[src/cache_pkg.sv]
package cache_pkg;

	// access sequencer states.
	// a read hit returns from READ and every other path ends in a *_DATA state.
	typedef enum logic [3:0] {
		IDLE       = 4'd0,
		READ       = 4'd1,
		READ_MISS  = 4'd2,
		READ_SYS   = 4'd3,
		READ_DATA  = 4'd4,
		WRITE      = 4'd5,
		WRITE_HIT  = 4'd6,
		WRITE_MISS = 4'd7,
		WRITE_SYS  = 4'd8,
		WRITE_DATA = 4'd9
	} ctrl_state_e;

	// access direction, shared by the processor and system ports.
	typedef enum logic {
		RW_READ  = 1'b0,
		RW_WRITE = 1'b1
	} rw_e;

	// source of the word written into a cache line.
	typedef enum logic {
		CDATA_PRO = 1'b0,
		CDATA_SYS = 1'b1
	} cdata_sel_e;

	// source of the word returned to the processor.
	typedef enum logic {
		PDATA_CAC = 1'b0,
		PDATA_SYS = 1'b1
	} pdata_sel_e;

endpackage

[src/mem_pkg.sv]
package mem_pkg;

	// processor and system bus widths.
	localparam int ADDR_W = 16;
	localparam int DATA_W = 16;

	// direct-mapped geometry with one word per line.
	// the index is the low address bits and the tag is the rest.
	localparam int INDEX_W = 4;
	localparam int TAG_W   = ADDR_W - INDEX_W;
	localparam int LINES   = 1 << INDEX_W;

	// system memory has no acknowledge, so every access is timed.
	// the counter is loaded with WAIT_STATES and runs down to zero.
	localparam int WAIT_STATES = 2;
	localparam int WSC_W       = 2;

endpackage
[src/steer_if.sv]
interface steer_if
	import cache_pkg::*;
();

	logic       line_write;
	cdata_sel_e cdata_sel;
	pdata_sel_e pdata_sel;
	logic       open_sys;
	logic       open_p;

	modport ctrl (
		output line_write,
		output cdata_sel,
		output pdata_sel,
		output open_sys,
		output open_p
	);

	modport dp (
		input line_write,
		input cdata_sel,
		input pdata_sel,
		input open_sys,
		input open_p
	);

endinterface

[src/cache_top.sv]
module cache_top
	import mem_pkg::*;
	import cache_pkg::*;
(
	input  logic              clock,
	input  logic              arst_n,
	input  logic              p_strobe,
	input  rw_e               p_rw,
	input  logic [ADDR_W-1:0] p_addr,
	input  logic [DATA_W-1:0] p_wdata,
	output logic [DATA_W-1:0] p_rdata,
	output logic              p_ready,
	output logic              sys_strobe,
	output rw_e               sys_rw,
	output logic [ADDR_W-1:0] sys_addr,
	output logic [DATA_W-1:0] sys_wdata,
	input  logic [DATA_W-1:0] sys_rdata
);

	logic              hit;
	logic              wsc_load;
	logic              wsc_carry;
	logic [DATA_W-1:0] line_word;
	logic [DATA_W-1:0] fill_word;

	steer_if steer ();

	// one word per line, so the system sees the processor address unchanged.
	assign sys_addr = p_addr;

	cache_ctrl u_ctrl (
		.clock      (clock),
		.arst_n     (arst_n),
		.p_strobe   (p_strobe),
		.p_rw       (p_rw),
		.hit        (hit),
		.wsc_carry  (wsc_carry),
		.p_ready    (p_ready),
		.sys_strobe (sys_strobe),
		.sys_rw     (sys_rw),
		.wsc_load   (wsc_load),
		.steer      (steer.ctrl)
	);

	wait_state_ctr u_wsc (
		.clock  (clock),
		.arst_n (arst_n),
		.load   (wsc_load),
		.carry  (wsc_carry)
	);

	cache_store u_store (
		.clock     (clock),
		.arst_n    (arst_n),
		.addr      (p_addr),
		.fill_word (fill_word),
		.steer     (steer.dp),
		.hit       (hit),
		.line_word (line_word)
	);

	data_steer u_steer (
		.clock     (clock),
		.arst_n    (arst_n),
		.p_wdata   (p_wdata),
		.sys_rdata (sys_rdata),
		.line_word (line_word),
		.steer     (steer.dp),
		.fill_word (fill_word),
		.p_rdata   (p_rdata),
		.sys_wdata (sys_wdata)
	);

endmodule

[src/data_steer.sv]
module data_steer
	import mem_pkg::*;
	import cache_pkg::*;
(
	input  logic              clock,
	input  logic              arst_n,
	input  logic [DATA_W-1:0] p_wdata,
	input  logic [DATA_W-1:0] sys_rdata,
	input  logic [DATA_W-1:0] line_word,
	steer_if.dp               steer,
	output logic [DATA_W-1:0] fill_word,
	output logic [DATA_W-1:0] p_rdata,
	output logic [DATA_W-1:0] sys_wdata
);

	logic [DATA_W-1:0] read_word;
	logic [DATA_W-1:0] hold_q;

	assign fill_word = (steer.cdata_sel == CDATA_SYS) ? sys_rdata : p_wdata;
	assign read_word = (steer.pdata_sel == PDATA_SYS) ? sys_rdata : line_word;

	// the last word handed to the processor stays on p_rdata between accesses.
	always_ff @(posedge clock or negedge arst_n) begin
		if (!arst_n) begin
			hold_q <= '0;
		end else if (steer.open_p) begin
			hold_q <= read_word;
		end
	end

	assign p_rdata = steer.open_p ? read_word : hold_q;

	// system write data is driven only during a write-through strobe.
	assign sys_wdata = steer.open_sys ? p_wdata : '0;

endmodule

[src/cache_store.sv]
module cache_store
	import mem_pkg::*;
(
	input  logic              clock,
	input  logic              arst_n,
	input  logic [ADDR_W-1:0] addr,
	input  logic [DATA_W-1:0] fill_word,
	steer_if.dp               steer,
	output logic              hit,
	output logic [DATA_W-1:0] line_word
);

	logic [TAG_W-1:0]   tag_mem  [LINES];
	logic [DATA_W-1:0]  data_mem [LINES];
	logic [LINES-1:0]   valid_q;
	logic [INDEX_W-1:0] index;
	logic [TAG_W-1:0]   tag;

	assign index = addr[INDEX_W-1:0];
	assign tag   = addr[ADDR_W-1:INDEX_W];

	// tag and data are only meaningful behind a set valid bit.
	always_ff @(posedge clock) begin
		if (steer.line_write) begin
			tag_mem[index]  <= tag;
			data_mem[index] <= fill_word;
		end
	end

	always_ff @(posedge clock or negedge arst_n) begin
		if (!arst_n) begin
			valid_q <= '0;
		end else if (steer.line_write) begin
			valid_q[index] <= 1'b1;
		end
	end

	assign hit       = valid_q[index] && (tag_mem[index] == tag);
	assign line_word = data_mem[index];

endmodule

[src/cache_ctrl.sv]
module cache_ctrl
	import cache_pkg::*;
(
	input  logic    clock,
	input  logic    arst_n,
	input  logic    p_strobe,
	input  rw_e     p_rw,
	input  logic    hit,
	input  logic    wsc_carry,
	output logic    p_ready,
	output logic    sys_strobe,
	output rw_e     sys_rw,
	output logic    wsc_load,
	steer_if.ctrl   steer
);

	ctrl_state_e state_q;
	ctrl_state_e state_d;

	always_ff @(posedge clock or negedge arst_n) begin
		if (!arst_n) begin
			state_q <= IDLE;
		end else begin
			state_q <= state_d;
		end
	end

	// a strobe is only looked at in IDLE, so one that arrives mid-access is dropped.
	always_comb begin
		state_d = state_q;
		case (state_q)
			IDLE: begin
				if (p_strobe) begin
					state_d = (p_rw == RW_WRITE) ? WRITE : READ;
				end
			end
			READ: begin
				state_d = hit ? IDLE : READ_MISS;
			end
			READ_MISS: begin
				state_d = READ_SYS;
			end
			READ_SYS: begin
				if (wsc_carry) begin
					state_d = READ_DATA;
				end
			end
			READ_DATA: begin
				state_d = IDLE;
			end
			WRITE: begin
				state_d = hit ? WRITE_HIT : WRITE_MISS;
			end
			WRITE_HIT, WRITE_MISS: begin
				state_d = WRITE_SYS;
			end
			WRITE_SYS: begin
				if (wsc_carry) begin
					state_d = WRITE_DATA;
				end
			end
			WRITE_DATA: begin
				state_d = IDLE;
			end
			default: begin
				state_d = IDLE;
			end
		endcase
	end

	// outputs are decoded from the state alone, except for the read-hit ready.
	always_comb begin
		sys_strobe       = 1'b0;
		sys_rw           = RW_READ;
		wsc_load         = 1'b0;
		steer.line_write = 1'b0;
		steer.cdata_sel  = CDATA_PRO;
		steer.pdata_sel  = PDATA_CAC;
		steer.open_sys   = 1'b0;
		steer.open_p     = 1'b0;
		case (state_q)
			READ: begin
				steer.open_p = 1'b1;
			end
			READ_MISS: begin
				sys_strobe = 1'b1;
				wsc_load   = 1'b1;
			end
			READ_DATA: begin
				// the fetched word fills the line and goes to the processor together.
				steer.line_write = 1'b1;
				steer.cdata_sel  = CDATA_SYS;
				steer.pdata_sel  = PDATA_SYS;
				steer.open_p     = 1'b1;
			end
			WRITE_HIT, WRITE_MISS: begin
				// a miss allocates, so both paths write the line.
				steer.line_write = 1'b1;
				steer.open_sys   = 1'b1;
				sys_strobe       = 1'b1;
				sys_rw           = RW_WRITE;
				wsc_load         = 1'b1;
			end
			default: ;
		endcase
	end

	assign p_ready = ((state_q == READ) && hit)
		|| (state_q == READ_DATA)
		|| (state_q == WRITE_DATA);

	// every system access is followed by at least one wait state.
	assert property (@(posedge clock) disable iff (!arst_n)
		sys_strobe |=> !sys_strobe)
		else $error("sys_strobe held for two cycles");

	assert property (@(posedge clock) disable iff (!arst_n)
		(state_q == IDLE) |-> !p_ready)
		else $error("p_ready raised while idle");

endmodule

[src/wait_state_ctr.sv]
module wait_state_ctr
	import mem_pkg::*;
(
	input  logic clock,
	input  logic arst_n,
	input  logic load,
	output logic carry
);

	logic [WSC_W-1:0] count_q;

	// the count parks at zero until the next access loads it again.
	always_ff @(posedge clock or negedge arst_n) begin
		if (!arst_n) begin
			count_q <= '0;
		end else if (load) begin
			count_q <= WSC_W'(WAIT_STATES);
		end else if (count_q != '0) begin
			count_q <= count_q - 1'b1;
		end
	end

	assign carry = (count_q == '0) && !load;

	// only one system access is in flight, so a new load always finds the counter idle.
	assert property (@(posedge clock) disable iff (!arst_n)
		load |-> (count_q == '0))
		else $error("wait-state counter reloaded during a system access");

endmodule

[config.mk]
export PLATFORM = sky130hd
export DESIGN_NAME = cache_top
export DESIGN_NICKNAME = d
export VERILOG_FILES = /design/src/cache_pkg.sv /design/src/mem_pkg.sv /design/src/steer_if.sv /design/src/cache_top.sv /design/src/data_steer.sv /design/src/cache_store.sv /design/src/cache_ctrl.sv /design/src/wait_state_ctr.sv
export SDC_FILE = /design/constraint.sdc
export NUM_CORES = 1
export LEC_CHECK = 0
export BUFFER_PORTS_ARGS = -buffer_cell sky130_fd_sc_hd__buf_2
export CORE_AREA = 2 2 204 226
export DETAILED_ROUTE_END_ITERATION = 8
export DIE_AREA = 0 0 206 228
export GPL_TIMING_DRIVEN = 0
export PLACE_DENSITY_LB_ADDON = 0.25
export SYNTH_ARGS = -nofsm -noshare
export SYNTH_HDL_FRONTEND = slang
export SYNTH_HIERARCHICAL = 1
export SYNTH_SLANG_ARGS = --single-unit
[constraint.sdc]
create_clock -name clock -period 4.8 [get_ports clock]
set_clock_uncertainty 0.2 [all_clocks]
set_input_delay 0 -clock clock [delete_from_list [all_inputs] [get_ports clock]]
set_output_delay 0 -clock clock [all_outputs]
set_load 0.02 [all_outputs]
==> flow_summary_export.csv, run 1 <==
group,metric,value,unit
place,dp.cells,1707,
worst_setup_path,cpPeakStageDelay,790,ps
clock_network,cts_buffers,49,
worst_setup_path,crit_required,4600,ps
drt,routed_wl,47.95,mm
logic_synthesis,synthFlopType,"edfxtp_1",
floorplan,io_pins,103,
place,gp_congestion,0.8174,
worst_setup_path,crit_family,"compound AO/OA/AOI/OAI gates",
floorplan,core-area,44940,um2
power_and_ir_drop,fin_total_pwr,10.48,mW
sta,slew-limit-headroom,26.87,%
floorplan,die_w,206,um
cells_and_area,num_antenna_cells,0,
sta,setup_violations,0,
job,max_cap_violations,0,
power_and_ir_drop,ir_drop,331.7,uV
logic_synthesis,synth_area_leaders,"edfxtp_1 68%, mux4_2 14%, dfrtp_1 4.8%, mux2i_1 2.5%, mux2_2 1.4%",
clock_network,ctsHoldBuffers,50,
logic_synthesis,synthArstFlopShare,7.819,%
logic_synthesis,avgSynthCellArea,20.06,um2
logic_synthesis,synth-edff-count,448,
logic_synthesis,ys_seq_area_share,72.47,%
sta,worst_hold_slack,17.77,ps
global_routing,grt-ovfl-total,0,
worst_setup_path,path_cells,"mux2_2, a31oi_1, o41ai_1, a211oi_1, o2111ai_1, a2111oi_2, o21bai_1, mux2_2, nor2_1, buf_2",
clock_network,htree_levels,2,
power_and_ir_drop,p_leak,8.079,nW
cells_and_area,stdcell_count,1848,
floorplan,rows,82,
sta,max_freq,252.0,MHz
floorplan,die-area,46970,um2
place,dp_hpwl,30.54,mm
worst_setup_path,critPathBufInv,1,
drt,drc,0,
worst_setup_path,cp_max_fo,2,
outcome,outcome,"finished clean",
drt,ant_nets,0,
worst_setup_path,critPathArrivalTime,3770,ps
floorplan,initial_core_util,44.23,%
logic_synthesis,ys_warn_count,6,
sta,fin_setup_tns,0,ps
place,port_buffers,101,
worst_setup_path,critPathLaunchType,"flop",
global_routing,grt_max_degree,39,
clock_network,post-cts-setup-buffer-count,0,
cells_and_area,multi_input_comb_area,5044,um2
worst_setup_path,crit_path_end_kind,"output port",
clock_network,clk_root_buffer_cell,"clkbuf_16",
drt,drtIter0Drc,753,
worst_setup_path,path_class,"flop to output port",
drt,via_count,10504,
worst_setup_path,crit_top_cell,"mux2_2",
sta,fin_crit,3968,ps
clock_network,path_clk_slew,60,ps
logic_synthesis,postSynthCellCount,991,
sta,final-hold-violation-count,0,
sta,final.period_utilization,82.67,%
global_routing,grt_antenna_before_repair,0,
worst_setup_path,critPathSlowestCell,"a2111oi_2",
floorplan,dieHeight,228,um
power_and_ir_drop,powerDensity,441.1,nW/um2
logic_synthesis,yosysUniqueCellTypes,64,
sta,rsz0062_at_grt,"no",
global_routing,first_global_vias,10857,
logic_synthesis,synthTopCellsByCount,"448 x edfxtp_1, 122 x mux4_2, 49 x mux2i_1, 38 x dfrtp_1, 36 x nor2_1",
clock_network,cts_buffer_depth,3,
clock_network,cts_num_sinks,486,
logic_synthesis,yosysTopAreaCellShare,67.68,%
drt,viasPerCell,5.684,
drt,first_pass_iters,7,
cells_and_area,drive_above_1_share,34.92,%
sta,worst_pin_slew,1097,ps
cells_and_area,syn2layout_area_growth,19.56,%
logic_synthesis,syn_area,19880,um2
drt,wl_per_cell,25.95,um
cells_and_area,seq_area,14400,um2
logic_synthesis,synth_fp_nets,1044,
logic_synthesis,yosys.area.top_type,"edfxtp_1",
clock_network,cts_tree,"done",
min_path,hp-class,"primary input to output port",
sta,drv_slew,0,
global_routing,grt_util_all_layers,20.76,%
clock_network,insertion_delay,580,ps
global_routing,grt_pass1_wl,70.64,mm
cells_and_area,nFillCells,3566,
logic_synthesis,yosys.cell_count.top_type,"edfxtp_1",
clock_network,post_cts_resized,0,
cells_and_area,fin_nets,1273,
logic_synthesis,synth_seq_cells,486,
[layer usage]
| metal | vias to the layer above | global-route usage, % | wire [um] |
|---|---|---|---|
| met2 | 390 | 34.08 | 23490 |
| met3 | 72 | 3.614 | 2959 |
| met4 | 0 | 5.625 | 1105 |
| met1 | 5533 | 28.75 | 20390 |
| met5 | - | 0 | 0 |
| li1 | 4509 | - | - |
[registers in the layout, indices dropped and copies added (netlist names)]
signal            count
u_ctrl/state_q        4
u_steer/hold_q       16
u_store/data_mem    256
u_store/valid_q      16
u_wsc/count_q         2
u_store/tag_mem     192
[power by group]
part	switching [mW]	internal (mW)	leakage (nW)	total [mW]
sequential	0.0741	4.93	4.48	5.00
combinational	1.07	0.661	2.82	1.73
clock	1.56	2.19	0.777	3.75
[path summary, 6_finish.rpt]
| kind | startpoint | endpoint | slack (ps) | cells past startpoint |
|---|---|---|---|---|
| worst max register to register | u_ctrl/state_q[3] | u_store/tag_mem[4][0] | 1220 | 8 |
| worst max-delay path | u_store/tag_mem[7][6] | p_ready | 830 | 10 |
| max in group asynchronous | arst_n | u_store/valid_q[14] | 3880 | 4 |
| worst min-delay path | p_addr[0] | sys_addr[0] | 20 | 2 |
| min in group asynchronous | arst_n | u_ctrl/state_q[0] | 280 | 4 |
| worst min register to register | u_store/valid_q[9] | u_store/valid_q[9] | 260 | 1 |
[logic make-up (layout without fill, tap and decap cells)]
group / after synthesis / count (layout) / synth area share (%)
xor+xnor: 9 / 9 / 0.3966
mux: 201 / 201 / 18.20
fa+ha+maj: 1 / 1 / 0.06294
flops: 486 / 486 / 72.47
compound gates: 76 / 76 / 2.663
simple gates: 132 / 132 / 3.500
buf+inv: 86 / 355 / 2.713
[final cells by class]
type                    count  share of cell area (%)
repair buffers            178                   6.139
clock inverters            15                  0.5581
plain buffers              70                   2.016
clock buffers              76                   6.107
well taps                 588                   3.096
inverters                  16                  0.2527
multi-input cells         419                   21.22
flip-flops and latches    486                   60.61
[metrics by stage]
| step | setup WS [ps] | utilization [%] | cell area [um2] |
|---|---|---|---|
| finish | 831.9 | 52.88 | 23770 |
| global route | 599.3 | 52.88 | 23770 |
| CTS | 855.7 | 52.88 | 23770 |
| detailed placement | 681.7 | 48.21 | 21660 |
| global placement | -2637 | 46.99 | 21120 |
| floorplan | 1005 | - | 19880 |
[placed cells by master (no fill, tap or decap), types with 12 or more instances in the layout]
| master | netlist | layout |
|---|---|---|
| a21oi_1 | 22 | 22 |
| and2_1 | 17 | 17 |
| buf_12 | 3 | 12 |
| buf_2 | 17 | 118 |
| buf_4 | 25 | 25 |
| buf_6 | 7 | 21 |
| clkbuf_1 | 14 | 32 |
| clkbuf_16 | 0 | 52 |
| dfrtp_1 | 38 | 38 |
| dlygate4sd3_1 | 0 | 49 |
| edfxtp_1 | 448 | 448 |
| inv_1 | 15 | 15 |
| mux2_2 | 25 | 25 |
| mux2i_1 | 49 | 49 |
| mux4_2 | 122 | 122 |
| nor2_1 | 36 | 24 |
| nor2_4 | 0 | 12 |
| or2_2 | 17 | 17 |
Power figures use the tool's default switching activity.
==> run 2: changes to the inputs <==
Settings changed: ABC_AREA set to 1.
Clock period 4.8 ns to 3.55 ns, I/O delays scaled along.
==> flow_summary_export.csv, run 2 <==
group,metric,value,unit
cells_and_area,final_cell_mix,"523 x nand2_1, 448 x edfxtp_1, 125 x buf_2",
place,port_buffers,100,
sta,max_freq,315.6,MHz
drt,viasPerCell,5.374,
drt,drc,0,
clock_network,cts_buffers,50,
sta,worst_pin_slew,1279,ps
cells_and_area,stdcell_count,2462,
logic_synthesis,synthArstFlopShare,7.819,%
power_and_ir_drop,ir_drop,453.5,uV
floorplan,core-area,44940,um2
clock_network,insertion_delay,590,ps
logic_synthesis,yosysTopAreaCellShare,67.34,%
logic_synthesis,yosys.cell_count.top_type,"nand2_1",
cells_and_area,top_regs,"u_store/data_mem x256, u_store/tag_mem x192",
logic_synthesis,synth_fp_nets,1669,
power_and_ir_drop,power.switching,3.836,mW
sta,setup_violations,0,
sta,fin_crit,3168,ps
drt,first_pass_iters,7,
sta,worst_hold_slack,16.65,ps
global_routing,grt-ovfl-total,0,
min_path,hp-class,"primary input to output port",
logic_synthesis,postSynthCellCount,1616,
cells_and_area,syn2layout_area_growth,19.81,%
cells_and_area,drive_above_1_share,18.41,%
logic_synthesis,ys_warn_count,6,
logic_synthesis,synthTopCellsByCount,"523 x nand2_1, 448 x edfxtp_1, 114 x a22oi_1, 89 x a21oi_1, 70 x nor2_1",
clock_network,clk_root_buffer_cell,"clkbuf_16",
sta,drv_slew,0,
clock_network,cts_buffer_depth,3,
job,max_cap_violations,0,
logic_synthesis,synth-edff-count,448,
cells_and_area,fin_nets,1886,
drt,via_count,13231,
sta,rsz0062_at_grt,"no",
floorplan,io_pins,103,
clock_network,htree_levels,2,
power_and_ir_drop,powerDensity,612.9,nW/um2
logic_synthesis,synth_seq_cells,486,
sta,final.period_utilization,89.25,%
logic_synthesis,avgSynthCellArea,12.36,um2
sta,final-hold-violation-count,0,
global_routing,grt_pass1_wl,80.24,mm
power_and_ir_drop,fin_total_pwr,14.67,mW
power_and_ir_drop,p_leak,9.255,nW
place,gp_congestion,0.8364,
worst_setup_path,path_class,"primary input to output port",
logic_synthesis,yosys.area.top_type,"edfxtp_1",
worst_setup_path,critPathArrivalTime,2970,ps
power_and_ir_drop,p_clk_share,37.5,%
place,dp_hpwl,33.19,mm
floorplan,die_w,206,um
logic_synthesis,synthFlopType,"edfxtp_1",
logic_synthesis,ys_seq_area_share,72.10,%
sta,fin_setup_tns,0,ps
power_and_ir_drop,p_seq_share,46.6,%
floorplan,dieHeight,228,um
sta,fin_ws,381.6,ps
global_routing,grt_util_all_layers,23.04,%
place,place_ws,275.5,ps
worst_setup_path,crit_path_end_kind,"output port",
sta,slew-limit-headroom,14.73,%
place,dp.cells,2320,
outcome,outcome,"finished clean",
clock_network,post_cts_resized,0,
logic_synthesis,synth_area_leaders,"edfxtp_1 67%, nand2_1 9.8%, dfrtp_1 4.8%, a22oi_1 4.3%, a21oi_1 2.2%",
global_routing,grt_max_degree,39,
power_and_ir_drop,pwr-share-comb,15.8,%
global_routing,first_global_vias,13184,
floorplan,initial_core_util,44.45,%
logic_synthesis,yosysUniqueCellTypes,36,
drt,drtIter0Drc,983,
drt,ant_nets,0,
clock_network,ctsHoldBuffers,49,
cells_and_area,num_antenna_cells,0,
clock_network,cts_tree,"done",
global_routing,grt_antenna_before_repair,0,
worst_setup_path,critPathLaunchType,"primary input",
cells_and_area,final_common_cell,"nand2_1",
cells_and_area,top_register,"u_store/data_mem",
power_and_ir_drop,swShare,26.15,%
clock_network,cts_num_sinks,486,
worst_setup_path,cp_max_fo,10,
logic_synthesis,syn_area,19980,um2
cells_and_area,largest_reg_flops,256,
worst_setup_path,crit_required,3350,ps
drt,wl_per_cell,21.63,um
clock_network,post-cts-setup-buffer-count,0,
drt,routed_wl,53.25,mm
power_and_ir_drop,intPower,10.83,mW
floorplan,rows,82,
floorplan,die-area,46970,um2
[run 2: cell types whose count changed in the layout (fill, tap and decap cells not counted), moves of 30 or more]
cell     change
a21oi_1     +67
a22oi_1    +108
inv_1       +52
mux2i_1     -49
mux4_2     -122
nand2_1    +512
nor2_1      +30
[run 2: path summary, 6_finish.rpt]
| path | start | end | slack (ps) | depth (start not counted) |
|---|---|---|---|---|
| max | p_addr[3] | p_ready | 380 | 16 |
| min | p_addr[0] | sys_addr[0] | 20 | 2 |
| max reg2reg | u_ctrl/state_q[3] | u_store/data_mem[0][0] | 550 | 6 |
| min reg2reg | u_store/valid_q[14] | u_store/valid_q[14] | 270 | 1 |
| max in group asynchronous | arst_n | u_store/valid_q[12] | 2670 | 4 |
| min in group asynchronous | arst_n | u_ctrl/state_q[1] | 280 | 4 |
[run 2: cell families (layout without fill, tap and decap cells)]
kind of cell               count (synthesis)  count (layout)  share of synthesized area (%)
buffers and inverters                    178             436                          4.948
and+or+nand+nor                          712             712                          14.83
AOI/OAI and AO/OA                        239             239                          8.055
DFF                                      486             486                          72.10
adders and majority gates                  1               1                        0.06262
[run 2: final cells by class]
cell class / instances / area, um2
Buffer: 99 / 681.9
Clock buffer: 71 / 1424
Clock inverter: 22 / 304.0
Fill cell: 3759 / 21000
Inverter: 79 / 306.5
Multi-Input combinational cell: 952 / 4705
Sequential cell: 486 / 14400
Tap cell: 588 / 735.7
Timing Repair Buffer: 165 / 1374
[run 2: power groups by stage]
stage | Sequential (mW) | Clock [mW] | Combinational, mW
2_1_floorplan | 6.93 | 0 | 1.48
3_3_place_gp | 6.95 | 0 | 2.16
3_5_place_dp | 6.96 | 0 | 2.26
4_1_cts | 6.84 | 5.58 | 2.32
5_1_grt | 6.87 | 5.80 | 2.55
6_report | 6.84 | 5.51 | 2.32
[run 2: routing by layer]
metal	GRT usage [%]	wire (um)
met1	30.34	21850
met2	39.42	26730
met3	3.800	3508
met4	6.295	1162
met5	0	0
[run 2: per-stage QoR]
stage	util, %	area (um2)
floorplan	-	19980
detailed placement	48.28	21700
CTS	53.26	23930
global placement	47.20	21210
finish	53.26	23930
global route	53.26	23930
[run 2: worst max-delay path, cell delays in order]
cell and delay [ps]:
buf_2 140, inv_1 70, nand2_1 210, inv_1 200, clkbuf_1 610, o21ai_0 200
nand2_1 130, nor2_1 60, nand2_1 50, nand2_1 50, nor2_1 190, nand3_1 140
nor2_1 520, nand2_1 110, nand3_1 100, buf_2 170
==> run 3: changes to the inputs <==
--- a/config.mk
+++ b/config.mk
@@ -9,7 +9,7 @@
 export BUFFER_PORTS_ARGS = -buffer_cell sky130_fd_sc_hd__buf_2
-export CORE_AREA = 2 2 204 226
+export CORE_AREA = 2 2 239 194
 export DETAILED_ROUTE_END_ITERATION = 8
-export DIE_AREA = 0 0 206 228
+export DIE_AREA = 0 0 241 196
 export GPL_TIMING_DRIVEN = 0
-export PLACE_DENSITY_LB_ADDON = 0.25
+export PLACE_DENSITY = 0.76
 export SYNTH_ARGS = -nofsm -noshare
==> constraint.sdc (replaced) <==
create_clock -name clock -period 3.55 [get_ports clock]
set_clock_uncertainty 0.2 [all_clocks]
set_input_delay 0.71 -clock clock [delete_from_list [all_inputs] [get_ports clock]]
set_output_delay 0.71 -clock clock [all_outputs]
set_load 0.02 [all_outputs]
==> flow_summary_export.csv, run 3 (synthesis gave the netlist of run 2 again) <==
group,metric,value,unit
outcome,outcome,"finished, violations left",
outcome,violations,"setup timing",
cells_and_area,syn2layout_area_growth,20.62,%
cells_and_area,final_area,24100,um2
drt,routed_wl,54.73,mm
cells_and_area,stdcell_count,2442,
power_and_ir_drop,p_leak,9.237,nW
power_and_ir_drop,powerDensity,600.1,nW/um2
cells_and_area,seq_area,14400,um2
global_routing,grt_pass1_wl,79.93,mm
sta,max_freq,280.1,MHz
clock_network,cts_num_sinks,486,
drt,drtIter0Drc,1814,
sta,final-hold-violation-count,0,
clock_network,htree_levels,2,
place,place_ws,-749.2,ps
clock_network,insertion_delay,550,ps
cells_and_area,nFillCells,3505,
floorplan,io_pins,103,
sta,fin_setup_tns,-19.95,ps
cells_and_area,multi_input_comb_area,5014,um2
job,max_cap_violations,0,
global_routing,gr-max-usage-layer,"met2",
global_routing,grt_max_degree,39,
worst_setup_path,critPathArrivalTime,2660,ps
sta,rsz0062_at_grt,"yes",
cells_and_area,largest_reg_flops,256,
place,dp.cells,2344,
clock_network,ctsHoldBuffers,0,
global_routing,grt_util_all_layers,22.54,%
sta,slew-limit-headroom,14.80,%
sta,fin_crit,3570,ps
place,dp_hpwl,33.33,mm
drt,via_count,13978,
floorplan,die-area,47240,um2
cells_and_area,top_register,"u_store/data_mem",
power_and_ir_drop,fin_total_pwr,14.46,mW
sta,drv_slew,0,
floorplan,die_w,241,um
cells_and_area,num_antenna_cells,0,
worst_setup_path,path_class,"primary input to output port",
cells_and_area,fin_nets,1845,
worst_setup_path,crit_path_end_kind,"output port",
worst_setup_path,r2r_cells,6,
clock_network,cts_buffer_depth,3,
worst_setup_path,crit_required,2640,ps
cells_and_area,final_cell_mix,"507 x nand2_1, 448 x edfxtp_1, 97 x buf_2",
min_path,hp-class,"primary input to async pin",
global_routing,grt-ovfl-total,0,
place,place_area,21750,um2
sta,setup_violations,1,
floorplan,core-area,45020,um2
floorplan,rows,70,
cells_and_area,drive_above_1_share,24.70,%
sta,worst_pin_slew,1278,ps
sta,final.period_utilization,100.6,%
place,port_buffers,100,
global_routing,use_met3,4.657,%
place,gp_congestion,0.8494,
cells_and_area,top_regs,"u_store/data_mem x256, u_store/tag_mem x192",
clock_network,cts_buffers,47,
global_routing,grt_antenna_before_repair,0,
drt,ant_nets,0,
drt,wl_per_cell,22.41,um
drt,drc,0,
floorplan,dieHeight,196,um
drt,first_pass_iters,6,
cells_and_area,final_common_cell,"nand2_1",
clock_network,cts_tree,"done",
clock_network,clk_root_buffer_cell,"clkbuf_16",
global_routing,first_global_vias,13610,
sta,fin_ws,-19.95,ps
global_routing,gr-usage-met2,35.53,%
global_routing,grt_use_met1,30.91,%
worst_setup_path,critPathLaunchType,"primary input",
floorplan,initial_core_util,44.37,%
drt,viasPerCell,5.724,
power_and_ir_drop,ir_drop,394.1,uV
worst_setup_path,cp_max_fo,10,
clock_network,path_clk_slew,60,ps
run 3: worst max-delay path: stages:
cell     delay [ps]
buf_16          130
nand2_4          70
inv_2            60
buf_6           180
buf_6           210
nand2_1          70
nand4_1         130
nand2_1          60
nand2_1          90
nor2_1           60
a21oi_1         130
nand2_1         110
nor2_2          110
nand2_2          90
nor2_4          180
nand2_2          70
nand3_2          60
buf_6           110
run 3: cell type report:
cell class | count | area share, %
buffer | 96 | 3.869
clock buffer | 60 | 5.302
clock inverter | 27 | 1.184
inverter | 79 | 1.335
multi-input combinational | 952 | 20.81
sequential | 486 | 59.78
tap | 612 | 3.178
timing repair buffer | 129 | 4.512
timing repair inverter | 1 | 0.03635
run 3: timing repair:
action	4_1_cts	5_1_grt
pin swaps	4	28
setup endpoints to repair	17	17
setup buffers	4	8
cloned	0	2
resized for setup	62	158
run 3: final timing paths:
kind | from | end | slack, ps
setup / recovery | p_addr[0] | p_ready | -20
hold / removal | arst_n | u_steer/hold_q[1] | 150
setup reg to reg | u_ctrl/state_q[3] | u_store/data_mem[3][11] | 670
hold reg to reg | u_store/valid_q[2] | u_store/valid_q[2] | 270
max in group asynchronous | arst_n | u_steer/hold_q[8] | 2360
min in group clock | u_store/valid_q[2] | u_store/valid_q[2] | 270
run 3: metal layers:
metal  wire length [um]  part of all wire, %
met1              20550                   38
met2              25300                   46
met3               6852                   13
met4               2037                  3.7
met5                  0                    0
run 3: power by group:
part | internal (mW) | switching, mW | total (mW)
Sequential | 6.73 | 0.125 | 6.86
Combinational | 0.855 | 1.70 | 2.56
Clock | 2.98 | 2.07 | 5.05
Total | 10.6 | 3.89 | 14.5
run 3: per-stage QoR:
| stage | util (%) | hold slack (ps) |
|---|---|---|
| 2_1_floorplan | - | 214.4 |
| 3_3_place_gp | 47.19 | 244.1 |
| 3_5_place_dp | 48.32 | 255.6 |
| 4_1_cts | 52.18 | 165.3 |
| 5_1_grt | 53.52 | 210.0 |
| 6_report | 53.52 | 152.3 |
